<file path="src/common/scc_consts.svh">
`ifndef SCC_CONSTS_SVH
`define SCC_CONSTS_SVH

// register pointer values
`define SCC_WR0           4'd0
`define SCC_WR1           4'd1
`define SCC_WR2           4'd2
`define SCC_WR9           4'd9
`define SCC_WR15          4'd15
`define SCC_RR0           4'd0
`define SCC_RR1           4'd1
`define SCC_RR2           4'd2
`define SCC_RR3           4'd3
`define SCC_RR15          4'd15

`define SCC_CMD_POINT_HIGH 3'b001 // wr0[5:3]
`define SCC_CMD_RESET_EXT  3'b010
`define SCC_RST_CHAN_A     2'b10  // wr9[7:6]
`define SCC_RST_CHAN_B     2'b01
`define SCC_RST_FULL       2'b11

`define SCC_WR15_RESET     8'hF8
`define SCC_RR0_FIXED      8'h44  // tx empty, tx underrun
`define SCC_RR1_FIXED      8'h07  // all sent, residue code

`define SCC_VEC_EXT_A      3'b101
`define SCC_VEC_EXT_B      3'b001
`define SCC_VEC_NONE       3'b011

`define SCC_WR1_EXT_IE     0
`define SCC_WR15_DCD_IE    3
`define SCC_WR9_MIE        3
`define SCC_WR9_VIS_HIGH   4

`endif

</file>
<file path="src/common/scc_pkg.sv">
`default_nettype none

package scc_pkg;

	// channel b vector word, status field placed per wr9 bit 4
	typedef union packed {
		struct packed {
			logic [3:0] hi;       // from wr2
			logic [2:0] stat;     // status in bits 3:1
			logic       lo;       // from wr2
		} st_low;
		struct packed {
			logic       hi;       // from wr2
			logic [2:0] stat_rev; // status in bits 6:4, bit order reversed
			logic [3:0] lo;       // from wr2
		} st_high;
	} rr2_vector_u;

	// both views cover the same 8 bits

endpackage

`default_nettype wire

</file>
<file path="src/common/scc_chan_if.sv">
`timescale 1ns/1ps
`default_nettype none

interface scc_chan_if;

	logic       wr_stb;     // register write to this channel
	logic       ext_reset;  // reset ext/status command
	logic       chan_reset; // channel or full reset
	logic       full_reset;
	logic [3:0] wr_index;   // pointer at time of write
	logic [7:0] wr_data;

	logic       dcd_status; // dcd as seen in rr0
	logic [7:0] rr15;
	logic       ex_pend;    // ext/status irq pending

	// bus decode drives strobes and write data
	modport bus (output wr_stb, ext_reset, chan_reset, full_reset, wr_index, wr_data);

	modport chan (
		input  wr_stb, ext_reset, chan_reset, full_reset, wr_index, wr_data,
		output dcd_status, rr15, ex_pend
	);

	// read side only sees status
	modport rd (input dcd_status, rr15, ex_pend);

endinterface

`default_nettype wire

</file>
<file path="src/logic/reg_access.sv">
`timescale 1ns/1ps
`default_nettype none

`include "scc_consts.svh"

module reg_access (
	input  wire        clk,
	input  wire        reset_hw,
	input  wire        i_cs,
	input  wire        i_we,
	input  wire  [1:0] i_rs,    // [1] data/ctl, [0] a/b
	input  wire  [7:0] i_wdata,
	output logic [3:0] o_index,
	output logic [7:0] o_wr2,
	output logic [5:0] o_wr9,
	scc_chan_if.bus    chan_a,
	scc_chan_if.bus    chan_b
);

	logic [3:0] rindex; // register pointer
	logic       ctl_acc;
	logic       wreg;
	logic       wr0_wr;
	logic       wr9_wr;
	logic       ext_cmd;
	logic       rst_a;
	logic       rst_b;
	logic       rst_full;

	assign ctl_acc = i_cs & ~i_rs[1];  // control port, read or write
	assign wreg    = ctl_acc & i_we;
	assign wr0_wr  = wreg & (rindex == `SCC_WR0);
	assign wr9_wr  = wreg & (rindex == `SCC_WR9);
	assign ext_cmd = wr0_wr & (i_wdata[5:3] == `SCC_CMD_RESET_EXT);

	// wr9 reset codes, full reset also resets both channels
	assign rst_full = wr9_wr & (i_wdata[7:6] == `SCC_RST_FULL);
	assign rst_a    = (wr9_wr & (i_wdata[7:6] == `SCC_RST_CHAN_A)) | rst_full;
	assign rst_b    = (wr9_wr & (i_wdata[7:6] == `SCC_RST_CHAN_B)) | rst_full;

	// pointer back to 0 after any control access, except a wr0 write
	always_ff @(posedge clk or posedge reset_hw) begin
		if (reset_hw) begin
			rindex <= '0;
		end else if (ctl_acc) begin
			if (wr0_wr)
				rindex <= {i_wdata[5:3] == `SCC_CMD_POINT_HIGH, i_wdata[2:0]}; // point high adds 8
			else
				rindex <= '0;
		end
	end

	// wr2 and wr9 shared, side ignored
	always_ff @(posedge clk or posedge reset_hw) begin
		if (reset_hw) begin
			o_wr2 <= '0;
			o_wr9 <= '0;
		end else begin
			if (wreg && rindex == `SCC_WR2)
				o_wr2 <= i_wdata;
			if (wr9_wr)
				o_wr9 <= i_wdata[5:0]; // top bits are commands, not stored
		end
	end

	assign o_index = rindex;

	assign chan_a.wr_stb     = wreg & i_rs[0];
	assign chan_a.ext_reset  = ext_cmd & i_rs[0];
	assign chan_a.chan_reset = rst_a;
	assign chan_a.full_reset = rst_full;
	assign chan_a.wr_index   = rindex;
	assign chan_a.wr_data    = i_wdata;

	assign chan_b.wr_stb     = wreg & ~i_rs[0];
	assign chan_b.ext_reset  = ext_cmd & ~i_rs[0];
	assign chan_b.chan_reset = rst_b;
	assign chan_b.full_reset = rst_full;
	assign chan_b.wr_index   = rindex;
	assign chan_b.wr_data    = i_wdata;

endmodule

`default_nettype wire

</file>
<file path="src/channel/scc_channel.sv">
`timescale 1ns/1ps
`default_nettype none

`include "scc_consts.svh"

module scc_channel (
	input  wire      clk,
	input  wire      reset_hw,
	input  wire      i_dcd,    // not synchronized here
	scc_chan_if.chan chan_if
);

	logic [7:0] wr1;
	logic [7:0] wr15;
	logic       dcd_latch;
	logic       latch_open;
	logic       ex_pend;
	logic       wr1_wr;
	logic       wr15_wr;
	logic       dcd_ip;
	logic       do_latch;
	logic       reopen;

	assign wr1_wr  = chan_if.wr_stb & (chan_if.wr_index == `SCC_WR1);
	assign wr15_wr = chan_if.wr_stb & (chan_if.wr_index == `SCC_WR15);
	assign reopen  = chan_if.ext_reset | chan_if.full_reset;

	// change on an enabled source while latch is open
	assign dcd_ip   = (i_dcd != dcd_latch) & wr15[`SCC_WR15_DCD_IE];
	assign do_latch = latch_open & dcd_ip;

	// wr1, channel reset keeps bits 5 and 2
	always_ff @(posedge clk or posedge reset_hw) begin
		if (reset_hw)
			wr1 <= '0;
		else if (chan_if.chan_reset)
			wr1 <= {2'b00, wr1[5], 2'b00, wr1[2], 2'b00};
		else if (wr1_wr)
			wr1 <= chan_if.wr_data;
	end

	// wr15 only returns to its default on full or hw reset
	always_ff @(posedge clk or posedge reset_hw) begin
		if (reset_hw)
			wr15 <= `SCC_WR15_RESET;
		else if (chan_if.full_reset)
			wr15 <= `SCC_WR15_RESET;
		else if (wr15_wr)
			wr15 <= chan_if.wr_data;
	end

	always_ff @(posedge clk or posedge reset_hw) begin
		if (reset_hw) begin
			latch_open <= 1'b1;
			dcd_latch  <= 1'b0;
		end else if (reopen) begin
			latch_open <= 1'b1;
			dcd_latch  <= i_dcd;  // reopen at current level
		end else if (do_latch) begin
			latch_open <= 1'b0;   // hold until ext reset
			dcd_latch  <= i_dcd;
		end
	end

	// pending set when latch closes with ext ie in wr1
	always_ff @(posedge clk or posedge reset_hw) begin
		if (reset_hw)
			ex_pend <= 1'b0;
		else if (reopen)
			ex_pend <= 1'b0;
		else if (do_latch && wr1[`SCC_WR1_EXT_IE])
			ex_pend <= 1'b1;
	end

	// latched dcd only when its ie is on
	assign chan_if.dcd_status = wr15[`SCC_WR15_DCD_IE] ? dcd_latch : i_dcd;
	assign chan_if.rr15       = {wr15[7:3], 1'b0, wr15[1], 1'b0}; // bits 2,0 read 0
	assign chan_if.ex_pend    = ex_pend;

endmodule

`default_nettype wire

</file>
<file path="src/logic/read_mux.sv">
`timescale 1ns/1ps
`default_nettype none

`include "scc_consts.svh"

module read_mux import scc_pkg::*; (
	input  wire  [1:0] i_rs,
	input  wire  [3:0] i_index,
	input  wire  [7:0] i_wr2,
	input  wire  [5:0] i_wr9,
	output logic [7:0] o_rdata,
	output logic       o_irq_n,
	scc_chan_if.rd     chan_a,
	scc_chan_if.rd     chan_b
);

	logic [7:0]  rr0_a;
	logic [7:0]  rr0_b;
	logic [7:0]  rr3_a;
	logic [2:0]  vec_stat;
	rr2_vector_u rr2_b;
	logic        side_a;

	assign side_a = i_rs[0];

	// dcd sits in bit 3
	assign rr0_a = `SCC_RR0_FIXED | {4'b0000, chan_a.dcd_status, 3'b000};
	assign rr0_b = `SCC_RR0_FIXED | {4'b0000, chan_b.dcd_status, 3'b000};

	assign rr3_a = {4'b0000, chan_a.ex_pend, 2'b00, chan_b.ex_pend}; // a in bit 3, b in bit 0

	// channel a wins
	assign vec_stat = chan_a.ex_pend ? `SCC_VEC_EXT_A :
	                  chan_b.ex_pend ? `SCC_VEC_EXT_B : `SCC_VEC_NONE;

	// status includes vector, position picked by wr9 bit 4
	always_comb begin
		rr2_b = i_wr2;
		if (i_wr9[`SCC_WR9_VIS_HIGH])
			rr2_b.st_high.stat_rev = {vec_stat[0], vec_stat[1], vec_stat[2]};
		else
			rr2_b.st_low.stat = vec_stat;
	end

	always_comb begin
		o_rdata = 8'h00;  // data port and unused indices
		if (!i_rs[1]) begin
			case (i_index)
				`SCC_RR0, 4'd4:   o_rdata = side_a ? rr0_a : rr0_b;
				`SCC_RR1, 4'd5:   o_rdata = `SCC_RR1_FIXED;
				`SCC_RR2, 4'd6:   o_rdata = side_a ? i_wr2 : rr2_b; // a side reads raw wr2
				`SCC_RR3, 4'd7:   o_rdata = side_a ? rr3_a : 8'h00; // rr3 on a only
				`SCC_RR15, 4'd11: o_rdata = side_a ? chan_a.rr15 : chan_b.rr15;
				default:          o_rdata = 8'h00;
			endcase
		end
	end

	// master enable gates both channels
	assign o_irq_n = ~(i_wr9[`SCC_WR9_MIE] & (chan_a.ex_pend | chan_b.ex_pend));

endmodule

`default_nettype wire

</file>
<file path="src/logic/scc_top.sv">
`timescale 1ns/1ps
`default_nettype none

module scc_top (
	input  wire        clk,
	input  wire        reset_hw,
	input  wire        i_cs,
	input  wire        i_we,
	input  wire  [1:0] i_rs,
	input  wire  [7:0] i_wdata,
	input  wire        i_dcd_a,
	input  wire        i_dcd_b,
	output logic [7:0] o_rdata,
	output logic       o_irq_n
);

	logic [3:0] index;
	logic [7:0] wr2;
	logic [5:0] wr9;  // low bits only

	scc_chan_if if_a ();
	scc_chan_if if_b ();

	reg_access u_reg_access (
		.clk      (clk),
		.reset_hw (reset_hw),
		.i_cs     (i_cs),
		.i_we     (i_we),
		.i_rs     (i_rs),
		.i_wdata  (i_wdata),
		.o_index  (index),
		.o_wr2    (wr2),
		.o_wr9    (wr9),
		.chan_a   (if_a.bus),
		.chan_b   (if_b.bus)
	);

	scc_channel chan_a (.clk(clk), .reset_hw(reset_hw), .i_dcd(i_dcd_a), .chan_if(if_a.chan));
	scc_channel chan_b (.clk(clk), .reset_hw(reset_hw), .i_dcd(i_dcd_b), .chan_if(if_b.chan));

	// read path is combinational, same cycle as access
	read_mux u_read_mux (
		.i_rs    (i_rs),
		.i_index (index),
		.i_wr2   (wr2),
		.i_wr9   (wr9),
		.o_rdata (o_rdata),
		.o_irq_n (o_irq_n),
		.chan_a  (if_a.rd),
		.chan_b  (if_b.rd)
	);

endmodule

`default_nettype wire

</file>
<file path="config.mk">
export PLATFORM = sky130hd
export DESIGN_NAME = scc_top
export DESIGN_NICKNAME = d
export VERILOG_FILES = /design/src/common/scc_pkg.sv /design/src/common/scc_chan_if.sv /design/src/logic/reg_access.sv /design/src/channel/scc_channel.sv /design/src/logic/read_mux.sv /design/src/logic/scc_top.sv
export VERILOG_INCLUDE_DIRS = /design/src /design/src/common
export SDC_FILE = /design/constraint.sdc
export NUM_CORES = 1
export LEC_CHECK = 0
export ABC_AREA = 1
export BUFFER_PORTS_ARGS = -buffer_cell sky130_fd_sc_hd__buf_4
export CAP_MARGIN = 20
export CORE_ASPECT_RATIO = 2
export CORE_UTILIZATION = 60
export DETAILED_ROUTE_END_ITERATION = 12
export GPL_TIMING_DRIVEN = 0
export PLACE_DENSITY = 0.92
export SETUP_SLACK_MARGIN = 0.5
export SLEW_MARGIN = 0
export SYNTH_ARGS = -nofsm -noshare
export SYNTH_HDL_FRONTEND = slang
export SYNTH_HIERARCHICAL = 1
export SYNTH_SLANG_ARGS = --single-unit
</file>
<file path="constraint.sdc">
create_clock -name clk -period 2.9 [get_ports clk]
set_input_delay 0.29 -clock clk [delete_from_list [all_inputs] [get_ports clk]]
set_output_delay 0.29 -clock clk [all_outputs]
set_load 0.01 [all_outputs]
</file>
==> results.toml <==
[global_routing]
track_usage_pct = 31.8
overflow = 0
grt_max_degree = 15
antenna_found_initial = 0
grt_pass1_vias = 2181
grt_pass1_wl_mm = 9.80

[clock_network]
numCtsBuffers = 5
holdBufCountCts = 0
postCtsSetupBuffers = 0
postCtsResizedCells = 0
cts_num_sinks = 34
clk_pin_slew_worst_paths_ns = 0.07
cts_root_buf = "clkbuf_8"
cts_tree = "done"
htreeDepth = 2
cts_max_path_buffers = 2
clkLatencyLatePin_ns = 0.29

[final_layout]
multi_input_area_um2 = 1180
nets = 403
stdcell_area_um2 = 2810
layout-drive-gt1-share_pct = 28.1
regArea_um2 = 866
antenna_cells = 0
fillers = 329
area_growth_pct = 14.1
final_util_pct = 72.3

[worst_setup_path]
worstSetupEndpointType = "output port"
required_ns = 2.61
crit_arrival_ns = 1.83
crit_slowest_cell = "dfrtp_1"
path_max_fanout = 9
startpoint_type = "register"
crit_top_cell = "buf_4"
path_buf_inv = 3
critPathTopFamily = "flip-flops"
max_stage_delay_ns = 0.58
crit_chain = "buf_4, clkinv_2, nor2_4, nand2_1, and2_1, a21oi_1, buf_4"
critical_path_class = "register to output port"

[pwr]
ir_worst_vdd_uv = 528
power.density_nw_per_um2 = 466
p_leak_nw = 1.59

[sta]
hold_viol_final = 0
tns_ns = 0
slew_headroom_pct = 66.2
setup_viol = 0
rsz0062_at_grt = "no"
drv_slew = 0
tightest_slew_ns = 0.506
finalCritPeriodShare_pct = 73.1
fin_skew_ns = 0.00623
period_minus_slack_ns = 2.12
fmax_mhz = 472

[route]
first_pass_iters = 4
vias = 2270
routed_wl_mm = 5.87
ant_nets = 0
routedWlPerCell_um = 13.4
vias_per_cell = 5.17
drt-initial-drc-count = 122
drc_errors = 0

[floorplan]
rows = 32
die_area_um2 = 4380
initial_core_util_pct = 63.4
top_level_ports = 25
die_h_um = 92.6
core_area_um2 = 3880
die_x_um = 47.3

[job]
cap_violations = 0

[place]
gp_congestion = 0.994
port_buffers = 24
dp_hpwl_mm = 4.54
place_area_um2 = 2710

[logic_synthesis]
avgSynthCellArea_um2 = 6.95
synth_area_um2 = 2460
synthCells = 354
synth_warnings = 6

[run_status]
outcome = "completed"

[min_path]
hold_class = "primary input to asynchronous set/reset pin"
flip-flops by register name (all words and copies together) (netlist names):
signal,count
chan_a/wr15,6
chan_b/wr1,1
chan_b/dcd_latch,1
chan_a/dcd_latch,1
u_reg_access/o_wr2,8
chan_a/latch_open,1
chan_a/chan_if.ex_pend,1
u_reg_access/chan_a.wr_index,4
u_reg_access/o_wr9,2
chan_b/latch_open,1
chan_b/wr15,6
chan_b/chan_if.ex_pend,1
chan_a/wr1,1
metrics by stage:
step                      instances  power (W)  hold WS (ns)  setup slack (ns)
final                           439    0.00131       0.00464             0.780
after detailed placement        431   0.000941         0.328              1.11
after floorplan                 356   0.000836         0.126              1.35
after global placement          431   0.000924         0.314              1.11
after CTS                       439    0.00131        0.0199             0.785
after global routing            439    0.00138        0.0226             0.608
layout by cell type, fill, tap and decap left out, types with 4 or more instances in the layout:
cell        n
nand3_1    37
nand2_1   128
a21oi_1    11
dfrtp_1    22
clkbuf_8    6
or2_2       5
dfstp_2    12
conb_1      4
inv_2       6
buf_4      50
nand2_2     6
nor2_1     25
inv_1      34
nand2_4     6
nor2_4      5
final cells by class:
type                       instances  area share [%]
buffer                            29            8.02
clock buffer                       6            2.94
clock inverter                     2           0.446
inverter                          44            7.09
multi-input combinational        249            42.0
sequential                        34            30.8
tap                               51            2.27
timing repair buffer              24            6.42
worst paths after layout:
path,slack (ns),from,depth (start not counted),end
min in group clk,0.21,i_wdata[2],3,u_reg_access/chan_a.wr_index[2]
max in group asynchronous,2.50,reset_hw,2,u_reg_access/o_wr2[1]
hold / removal,0.005,reset_hw,2,chan_a/chan_if.ex_pend
hold reg to reg,0.48,u_reg_access/o_wr9[3],2,u_reg_access/o_wr9[3]
setup reg to reg,1.10,u_reg_access/chan_a.wr_index[3],9,chan_b/wr15[5]
setup / recovery,0.78,u_reg_access/chan_a.wr_index[3],7,o_rdata[1]
power by group:
group | switching, W | leakage (nW) | internal [W]
Clock | 0.000181 | 0.0472 | 0.000191
Combinational | 0.000177 | 1.13 | 0.000137
Sequential | 0.0000668 | 0.410 | 0.000557
per-layer routing:
layer | global-route usage, % | share of wire (%)
met1 | 33.3 | 37
met3 | 5.65 | 4.4
met4 | 19.3 | 6.8
met2 | 54.0 | 52
met5 | 0 | 0
No activity file was read; power rests on OpenSTA's default activity.
